**src/design/core_config.svh**
```systemverilog
`ifndef CORE_CONFIG_SVH
`define CORE_CONFIG_SVH

// Core-wide sizes, fixed by the instruction set

// Register and data word width
`define DATA_WIDTH 32

// Width of a register index (rs, rt, rd fields)
`define REG_BITS 5

// Architectural registers
`define REG_COUNT 32

// Return address register written by JAL
`define RA_REG 31

`endif

```
**src/design/isaPkg.sv**
```systemverilog
`include "core_config.svh"

// Instruction encoding of the MIPS-style subset
package isaPkg;

	////////////////////
	// Field types
	typedef logic [`DATA_WIDTH-1:0] wordT;
	typedef logic [`REG_BITS-1:0] regIdxT;
	// Shift amount is as wide as a register index
	typedef logic [`REG_BITS-1:0] shamtT;

	////////////////////
	// Primary opcodes, bits 31:26
	typedef enum logic [5:0]
	{
		OP_RTYPE = 6'h00,
		OP_JAL   = 6'h03,
		OP_ADDI  = 6'h08,
		OP_SLTI  = 6'h0a,
		OP_ANDI  = 6'h0c,
		OP_ORI   = 6'h0d,
		OP_LUI   = 6'h0f
	} opcodeT;

	////////////////////
	// R-type function codes, bits 5:0
	typedef enum logic [5:0]
	{
		// All-zero word is SLL r0, r0, 0 (the usual nop)
		FN_SLL = 6'h00,
		FN_ADD = 6'h20,
		FN_SUB = 6'h22,
		FN_AND = 6'h24,
		FN_OR  = 6'h25,
		FN_XOR = 6'h26,
		FN_NOR = 6'h27,
		FN_SLT = 6'h2a
	} functT;

endpackage

```
**src/design/ctrlPkg.sv**
```systemverilog
// Decoded controls passed from the decoder to the ALU
package ctrlPkg;

	////////////////////
	// ALU operations
	typedef enum logic [3:0]
	{
		ALU_ADD  = 4'd0,
		ALU_SUB  = 4'd1,
		ALU_AND  = 4'd2,
		ALU_OR   = 4'd3,
		ALU_XOR  = 4'd4,
		ALU_NOR  = 4'd5,
		// Signed compare
		ALU_SLT  = 4'd6,
		// Shift of rt by shamt
		ALU_SLL  = 4'd7,
		// Immediate into upper half
		ALU_LUI  = 4'd8,
		// pc + 4 for jump-and-link
		ALU_LINK = 4'd9
	} aluOpT;

	////////////////////
	// Second operand source
	typedef enum logic
	{
		SRC_REG = 1'b0,
		SRC_IMM = 1'b1
	} srcBT;

endpackage

```
**src/design/execIfs.sv**
```systemverilog
`timescale 1ns/1ns

////////////////////
// Decoder to ALU controls
interface decodeIf
	import isaPkg::*, ctrlPkg::*;
	();

	// Legal instruction present this cycle
	logic valid;
	aluOpT aluOp;
	srcBT srcB;
	// Already extended to a full word
	wordT imm;
	shamtT shamt;
	regIdxT dest;

	// Decoder side
	modport source (output valid, aluOp, srcB, imm, shamt, dest);

	// ALU side
	modport sink (input valid, aluOp, srcB, imm, shamt, dest);

endinterface

////////////////////
// ALU to register file write port
interface writebackIf
	import isaPkg::*;
	();

	// Combinational within the instruction's cycle
	logic writeEn;
	regIdxT dest;
	wordT data;

	// ALU drives
	modport source (output writeEn, dest, data);

	// Register file takes it at the rising edge
	modport sink (input writeEn, dest, data);

endinterface

```
**src/design/instrDecoder.sv**
```systemverilog
`timescale 1ns/1ns

`include "core_config.svh"

module instrDecoder
	import isaPkg::*, ctrlPkg::*;
	(
		input wordT instruction,
		input logic instrValid,
		decodeIf.source dec,
		output logic illegal
	);

	////////////////////
	// Instruction fields
	opcodeT opcode;
	functT funct;
	regIdxT rtField;
	regIdxT rdField;
	logic [15:0] immField;
	wordT immSext;
	wordT immZext;
	// Encoding recognized
	logic known;

	assign opcode = opcodeT'(instruction[31:26]);
	assign funct = functT'(instruction[5:0]);
	assign rtField = instruction[20:16];
	assign rdField = instruction[15:11];
	assign immField = instruction[15:0];

	// Both extensions of the 16-bit immediate
	assign immSext = {{(`DATA_WIDTH-16){immField[15]}}, immField};
	assign immZext = {{(`DATA_WIDTH-16){1'b0}}, immField};

	// Shift amount passes straight through
	assign dec.shamt = instruction[10:6];

	////////////////////
	// Operation select
	always_comb
	begin
		// Defaults suit R-type
		dec.aluOp = ALU_ADD;
		dec.srcB = SRC_REG;
		dec.imm = immSext;
		dec.dest = rdField;
		known = 1'b1;
		case (opcode)
			OP_RTYPE:
			begin
				// Function field picks the operation
				case (funct)
					FN_SLL: dec.aluOp = ALU_SLL;
					FN_ADD: dec.aluOp = ALU_ADD;
					FN_SUB: dec.aluOp = ALU_SUB;
					FN_AND: dec.aluOp = ALU_AND;
					FN_OR: dec.aluOp = ALU_OR;
					FN_XOR: dec.aluOp = ALU_XOR;
					FN_NOR: dec.aluOp = ALU_NOR;
					FN_SLT: dec.aluOp = ALU_SLT;
					default: known = 1'b0;
				endcase
			end
			OP_JAL:
			begin
				// Link value lands in the return address register
				dec.aluOp = ALU_LINK;
				dec.dest = regIdxT'(`RA_REG);
			end
			OP_ADDI, OP_SLTI, OP_LUI:
			begin
				// Sign-extended immediate forms
				dec.aluOp = (opcode == OP_ADDI) ? ALU_ADD : (opcode == OP_SLTI) ? ALU_SLT : ALU_LUI;
				dec.srcB = SRC_IMM;
				dec.dest = rtField;
			end
			OP_ANDI, OP_ORI:
			begin
				// Logical immediates are zero-extended
				dec.aluOp = (opcode == OP_ANDI) ? ALU_AND : ALU_OR;
				dec.srcB = SRC_IMM;
				dec.imm = immZext;
				dec.dest = rtField;
			end
			default: known = 1'b0;
		endcase
	end

	// Unknown encodings never reach the ALU
	assign dec.valid = instrValid & known;
	assign illegal = instrValid & ~known;

endmodule

```
**src/design/regFile.sv**
```systemverilog
`timescale 1ns/1ns

`include "core_config.svh"

module regFile
	import isaPkg::*;
	(
		input logic clk,
		input logic rst,
		// Source register indices
		input regIdxT rs,
		input regIdxT rt,
		output wordT rsData,
		output wordT rtData,
		// Return address, always visible
		output wordT raData,
		writebackIf.sink wb
	);

	////////////////////
	// Storage
	wordT regs [`REG_COUNT];

	// Write on the rising edge, clear everything on reset
	always_ff @(posedge clk)
	begin
		if (rst)
		begin
			for (int i = 0; i < `REG_COUNT; i++)
			begin
				regs[i] <= '0;
			end
		end
		else if (wb.writeEn)
		begin
			// Register 0 may be written but never reads back
			regs[wb.dest] <= wb.data;
		end
	end

	////////////////////
	// Read ports
	// Register 0 is hardwired to zero
	assign rsData = (rs != '0) ? regs[rs] : '0;
	assign rtData = (rt != '0) ? regs[rt] : '0;

	// Continuous view of the link register
	assign raData = regs[`RA_REG];

endmodule

```
**src/design/aluUnit.sv**
```systemverilog
`timescale 1ns/1ns

`include "core_config.svh"

module aluUnit
	import isaPkg::*, ctrlPkg::*;
	(
		input logic clk,
		input logic rst,
		decodeIf.sink dec,
		// Operands from the register file
		input wordT rsData,
		input wordT rtData,
		// Address of the current instruction
		input wordT pc,
		input logic illegalIn,
		writebackIf.source wb,
		output wordT result,
		output logic resultValid,
		output logic illegal
	);

	wordT opB;
	wordT aluOut;
	logic lessThan;

	// Second operand mux
	assign opB = (dec.srcB == SRC_IMM) ? dec.imm : rtData;

	// Signed compare for SLT and SLTI
	assign lessThan = $signed(rsData) < $signed(opB);

	////////////////////
	// Datapath
	always_comb
	begin
		case (dec.aluOp)
			// Wraparound, no overflow trap
			ALU_ADD: aluOut = rsData + opB;
			ALU_SUB: aluOut = rsData - opB;
			ALU_AND: aluOut = rsData & opB;
			ALU_OR: aluOut = rsData | opB;
			ALU_XOR: aluOut = rsData ^ opB;
			ALU_NOR: aluOut = ~(rsData | opB);
			ALU_SLT: aluOut = {{(`DATA_WIDTH-1){1'b0}}, lessThan};
			// Shift source is rt, not rs
			ALU_SLL: aluOut = rtData << dec.shamt;
			// Low half of the immediate moves up
			ALU_LUI:
			begin
				aluOut = {dec.imm[`DATA_WIDTH/2-1:0], {(`DATA_WIDTH/2){1'b0}}};
			end
			// Return address of a jump-and-link
			ALU_LINK: aluOut = pc + wordT'(4);
			default: aluOut = '0;
		endcase
	end

	////////////////////
	// Write-back, same cycle
	assign wb.writeEn = dec.valid;
	assign wb.dest = dec.dest;
	assign wb.data = aluOut;

	// Reported result, one cycle after the instruction
	always_ff @(posedge clk)
	begin
		if (rst)
		begin
			result <= '0;
			resultValid <= 1'b0;
			illegal <= 1'b0;
		end
		else
		begin
			// Holds the last result between instructions
			if (dec.valid)
			begin
				result <= aluOut;
			end
			resultValid <= dec.valid;
			// Single-cycle pulse
			illegal <= illegalIn;
		end
	end

endmodule

```
**src/design/execCore.sv**
```systemverilog
`timescale 1ns/1ns

module execCore
	import isaPkg::*;
	(
		input logic clk,
		input logic rst,
		// Instruction word and its strobe
		input wordT instruction,
		input logic instrValid,
		input wordT pc,
		// Registered outputs
		output wordT result,
		output logic resultValid,
		output logic illegal,
		// Return address register
		output wordT raData
	);

	regIdxT rsIdx;
	regIdxT rtIdx;
	wordT rsData;
	wordT rtData;
	// Combinational illegal flag from the decoder
	logic decIllegal;

	decodeIf decBus ();
	writebackIf wbBus ();

	// Register indices come straight from the raw fields
	assign rsIdx = instruction[25:21];
	assign rtIdx = instruction[20:16];

	////////////////////
	// Decode and register read in parallel
	instrDecoder decoder (
		.instruction (instruction),
		.instrValid (instrValid),
		.dec (decBus.source),
		.illegal (decIllegal)
	);

	regFile regs (
		.clk (clk),
		.rst (rst),
		.rs (rsIdx),
		.rt (rtIdx),
		.rsData (rsData),
		.rtData (rtData),
		.raData (raData),
		.wb (wbBus.sink)
	);

	////////////////////
	// Execute and write back
	aluUnit alu (
		.clk (clk),
		.rst (rst),
		.dec (decBus.sink),
		.rsData (rsData),
		.rtData (rtData),
		.pc (pc),
		.illegalIn (decIllegal),
		.wb (wbBus.source),
		.result (result),
		.resultValid (resultValid),
		.illegal (illegal)
	);

endmodule

```
**config.mk**
```make
export PLATFORM = sky130hd
export DESIGN_NAME = execCore
export DESIGN_NICKNAME = d
export VERILOG_FILES = /design/src/design/isaPkg.sv /design/src/design/ctrlPkg.sv /design/src/design/execIfs.sv /design/src/design/instrDecoder.sv /design/src/design/regFile.sv /design/src/design/aluUnit.sv /design/src/design/execCore.sv
export VERILOG_INCLUDE_DIRS = /design/src /design/src/design
export SDC_FILE = /design/constraint.sdc
export NUM_CORES = 2
export LEC_CHECK = 0
export BUFFER_PORTS_ARGS = -buffer_cell sky130_fd_sc_hd__buf_2
export CORE_MARGIN = 2
export CORE_UTILIZATION = 50
export DETAILED_ROUTE_END_ITERATION = 16
export PLACE_DENSITY_LB_ADDON = 0.08
export SLEW_MARGIN = 10
export SYNTH_ARGS = -nofsm -noshare
export SYNTH_HDL_FRONTEND = slang
export SYNTH_SLANG_ARGS = --single-unit
```
**constraint.sdc**
```tcl
create_clock -name clk -period 20 [get_ports clk]
set_input_delay 2 -clock clk [delete_from_list [all_inputs] [get_ports clk]]
set_output_delay 2 -clock clk [all_outputs]
set_load 0.005 [all_outputs]
```
Word-level counts from Yosys, hierarchy flattened
Memory sizes are Yosys's and may differ from the RTL's.
Index checks and enable logic that the tools add are counted.

word-level totals
  register bits = 34
  output and inout bits = 66
  memories kept = 1
  word-level logic and storage cells = 71
  RAM bits = 1024

memory list
  name       words  width  rd ports  clocked after memory_dff  write ports  line           source
  regs.regs  32     32     3         0                         32           regFile.sv:22  wordT regs [`REG_COUNT];

cells by class
  bitwise operators = 7
  equality and inequality tests = 22
  muxes and demuxes = 22
  reductions and logical operators = 11
  shift-type cells = 1
  magnitude comparators = 1
  add/sub/neg operators = 3

operators with widths
  kind                                            number
  one-hot mux 32 bit (10 select lines)            1
  2-to-1 mux 32 bit                               5
  == test 6 bit (second input constant)           7
  adder 32 x 3 -> 32 bit (second input constant)  1
  adder 32 bit                                    1
  AND 32 bit                                      1
  < comparator 32 bit                             1
  inverter 32 bit                                 1
  OR 32 bit                                       1
  OR reduction 32 bit                             1
  left shift 32 x 5 -> 32 bit                     1
  subtractor 32 bit                               1
  bitwise XOR 32 bit                              1
  == test 6 x 4 -> 1 bit (second input constant)  5
  one-hot mux 3 bit (7 select lines)              1
  == test 4 x 3 -> 1 bit (second input constant)  4
  one-hot mux 4 bit (4 select lines)              1
  logical NOT 6 bit                               2
  one-hot mux 5 bit (2 select lines)              1
  nonzero test 5 bit                              2
  2-to-1 mux 1 bit                                9
  == test 4 x 2 -> 1 bit (second input constant)  2
  == test 4 bit (second input constant)           2
  2-to-1 mux 4 bit                                2
  other kinds (12)                                13

Logic depth before layout (Yosys ltp)
  depth after elaboration = 10
  depth in mapped cells = 28
  gate-level depth less buffers = 20

Cells and area by module
Synthesis repeated with hierarchy kept, for this count alone.

second synthesis, totals
  cells, all modules = 5000
  area total of the unflattened synthesis = 64565.7 µm²

by module, submodules not included
  module        instances  area each (µm²)  cells an instance  sequential area each (µm²)
  regFile       1          54410.9          3542               30749.5
  aluUnit       1          9527.9           1368               680.7
  instrDecoder  1          626.9            90                 0.0

Worst setup path after synthesis
No wires, ideal clock.

  kind = input-to-reg
  start = in instruction[21]
  end = mem regs.regs[0][27] (netlist name) (data pin)
  setup slack = 11.635 ns
  required time = 19.734 ns
  stages on the path = 24
  arrival = 8.099 ns
  buffers on the path = 7
  library setup time = 0.266 ns
  cells stage by stage = buf_4 > buf_1 > buf_2 > buf_1 > clkbuf_1 > mux4_2 > mux4_2 > nand2_1 > a21o_1 > inv_1 > ha_1 > clkbuf_1 > nand2b_1 > a21oi_1 > o311ai_1 > a21oi_1 > or4_1 > or4_1 > a31oi_1 > o21ai_0 > mux2_2 > a211oi_2 > buf_4 > nor2_1

RTL lines
  element             line           source
  start: declaration  execCore.sv:9  input wordT instruction,
  end: declaration    regFile.sv:22

==> metrics <==
io pins=133; critical path required time=20.48 ns; Worst Setup Path Type=in2reg; layout cells sized above 1=20.9%; GPL Wtd Cong=1.08; largest net degree at the start of global routing=133; status=finished clean; dpl cells=6630; Num CTS Buffers=114; Peak VDD IR=72.8 uV; Detailed Route Iter0 Violations=7653; DR vias=48800; RSZ-0062 raised after global routing=no; H-tree depth=3; final hold violations=0; Max-Cap Viols=0; initial antenna violation count=5; # DRC=0; Post-synth EDFFs=1024; Final Util=55.4%; PD cells=93.6 nW/um^2; setup TNS=0 ns; Max Clock Skew=0.0757 ns; Synthesis Warnings=0; final net count=5279; Initial Util=50.5%; number of global-route vias before repair=46300; clk sinks=1058; max-slew violations=0; CTS tree=done; crit end category=register; Tcrit/Tclk final=50.4%; DRT Pass-1 Iters=8; Fmax=99.3 MHz; clk root buf=clkbuf_16; Overflow after GRT=0; Netlist cell types=99; LEAKAGE=24.8 nW; post-route ant nets=0; DR WL/cell=39.0 um; die width=358 um; post-synthesis sequential area ratio=50.2%; number of cell rows=129; global-route wire length before repair=366000 um; Hold Path Class=reg2reg; critical path data arrival time=10.55 ns; crit start category=input port; Port Buffers=132; CP max FO=93; Clock transition at path regs=0.06 ns; Slew headroom=6.31%; Tightest Pin Transition=1.41 ns; Synthesized Nets=5340; Placeable Area=124000 sq um; post-route insts no fill=6846; Mapped Cells=5170; Async S/R FF share, synth=0%; post-CTS sizing=0; clk buf depth=3; flops & latches, synth=1058; post-synthesis cell area=62600 sq um; die outline height=358 um; Setup Viol. Count Final=0; number of fill cells=10500; synthesized area per cell=12.1 sq um; Die ar.=128000 sq um; wirelength, routed=267000 um; via/cell ratio=7.12; gr usage total=41.5%; Post-synth top flop=edfxtp_1; area grow syn2layout=9.66%; Min Clock Period, post-route=10.08 ns; DP Wirelength=173000 um; CTS hold repair buffers=0; postcts setup bufs=0; clk_lat worst skew=0.77 ns
==> worst max-delay path, stage by stage <==
cell and delay (ns):
buf_8 0.38, buf_12 0.61, buf_4 0.74, mux4_2 0.60, a22oi_1 0.68, nand3_1 0.48
nand2_1 0.17, o21ai_0 0.17, ha_1 0.50, and4_1 0.29, a21oi_1 0.14, o21ai_0 0.10
o21ai_0 0.50, a21oi_1 0.28, o21bai_1 0.30, o21ai_0 0.17, a311o_1 0.39, xor2_1 0.18
a211oi_4 1.05, buf_4 0.42, nor2_1 0.07
==> sequential cells by signal (all words and copies together) (netlist names) <==
register and flops:
regs.regs 1024, alu.result 32, alu.illegal 1, alu.resultValid 1
==> report_power, final <==
part           switching (mW)  internal, mW
logic                    1.21         0.453
registers              0.0423          2.50
clock network           0.943          1.27
total                    2.20          4.22
==> kinds of logic (layout without fill, tap and decap cells) <==
logic type,Yosys count,count (layout),share of synthesized area [%]
compound gates,809,809,9.26
other cells,0,2,0
xor+xnor,50,50,0.700
simple gates,1840,1840,12.5
flops,1058,1058,50.2
buf+inv,595,632,4.35
mux,715,715,20.8
fa+ha+maj,103,103,2.08
==> worst paths after layout <==
kind / from / endpoint / slack (ns) / cells after the start
setup / recovery: instruction[16] / regs.regs[11][29]$_SDFFCE_PN0P_ / 9.93 / 21
hold / removal: alu.result[6]$_SDFFE_PP0P_ / alu.result[6]$_SDFFE_PP0P_ / 0.49 / 2
setup reg to reg: regs.regs[11][7]$_SDFFCE_PN0P_ / regs.regs[11][29]$_SDFFCE_PN0P_ / 12.92 / 18
hold reg to reg: alu.result[6]$_SDFFE_PP0P_ / alu.result[6]$_SDFFE_PP0P_ / 0.49 / 2
==> cells in the mapped netlist (18+ instances only) <==
| cell | instances | area (sq um) |
|---|---|---|
| a211oi_1 | 52 | 390 |
| a22oi_1 | 120 | 901 |
| mux4_2 | 469 | 10600 |
| clkbuf_1 | 247 | 927 |
| buf_4 | 63 | 473 |
| nor4_1 | 22 | 138 |
| o22ai_1 | 53 | 332 |
| ha_1 | 101 | 1260 |
| inv_1 | 119 | 447 |
| xnor2_1 | 37 | 324 |
| nor3_1 | 42 | 210 |
| dfxtp_1 | 34 | 681 |
| nand3_1 | 77 | 385 |
| a21oi_1 | 156 | 781 |
| buf_2 | 104 | 521 |
| nand2_1 | 222 | 833 |
| edfxtp_1 | 1024 | 30700 |
| a221oi_1 | 27 | 236 |
| mux2i_1 | 230 | 2300 |
| o21ai_0 | 100 | 500 |
| nand4_1 | 23 | 144 |
| nand2b_1 | 76 | 475 |
| buf_1 | 41 | 154 |
| and3_1 | 29 | 181 |
| o21ai_1 | 19 | 95.1 |
| nor2_1 | 1240 | 4650 |
| o21bai_1 | 20 | 150 |
| o211ai_1 | 18 | 135 |
| a21o_1 | 39 | 293 |
==> per-stage QoR <==
step / instance area, sq um / hold slack, ns / setup slack, ns / power (mW)
2_1_floorplan: 62600 / 0.494 / 11.64 / 3.56
3_3_place_gp: 64700 / 0.486 / 9.51 / 4.19
3_5_place_dp: 64700 / 0.490 / 9.45 / 4.20
4_1_cts: 68600 / 0.498 / 10.22 / 6.37
5_1_grt: 68600 / 0.518 / 9.63 / 6.55
6_report: 68600 / 0.494 / 9.93 / 6.42
==> layout make-up <==
| cell class | count | area [sq um] | area share [%] |
|---|---|---|---|
| Inverter | 124 | 468 | 0.682 |
| Clock inverter | 72 | 865 | 1.26 |
| Clock buffer | 142 | 3020 | 4.40 |
| Timing Repair Buffer | 294 | 1970 | 2.87 |
| Antenna cell | 2 | 5.00 | 0.00729 |
| Sequential cell | 1058 | 31400 | 45.8 |
| Multi-Input combinational cell | 3517 | 28800 | 42.0 |
| Tap cell | 1637 | 2050 | 2.98 |
==> layout by cell type (no fill, tap or decap), types with 41 or more instances in the layout <==
cell / instances
nor3_1: 41
nand2_1: 206
edfxtp_1: 1024
a22oi_1: 120
o22ai_1: 53
nand3_1: 77
buf_4: 159
mux4_2: 469
nor2_1: 1237
clkbuf_16: 115
a211oi_1: 51
o21ai_0: 100
inv_1: 119
a21oi_1: 150
mux2i_1: 230
nand2b_1: 44
buf_2: 127
ha_1: 101
==> routing by layer <==
metal | routed length [um] | global-route usage, %
met2 | 116000 | 61.5
met4 | 22100 | 29.2
met1 | 95000 | 53.8
met3 | 33500 | 10.3
met5 | 42 | 0
No activity file was read; power rests on OpenSTA's default activity.
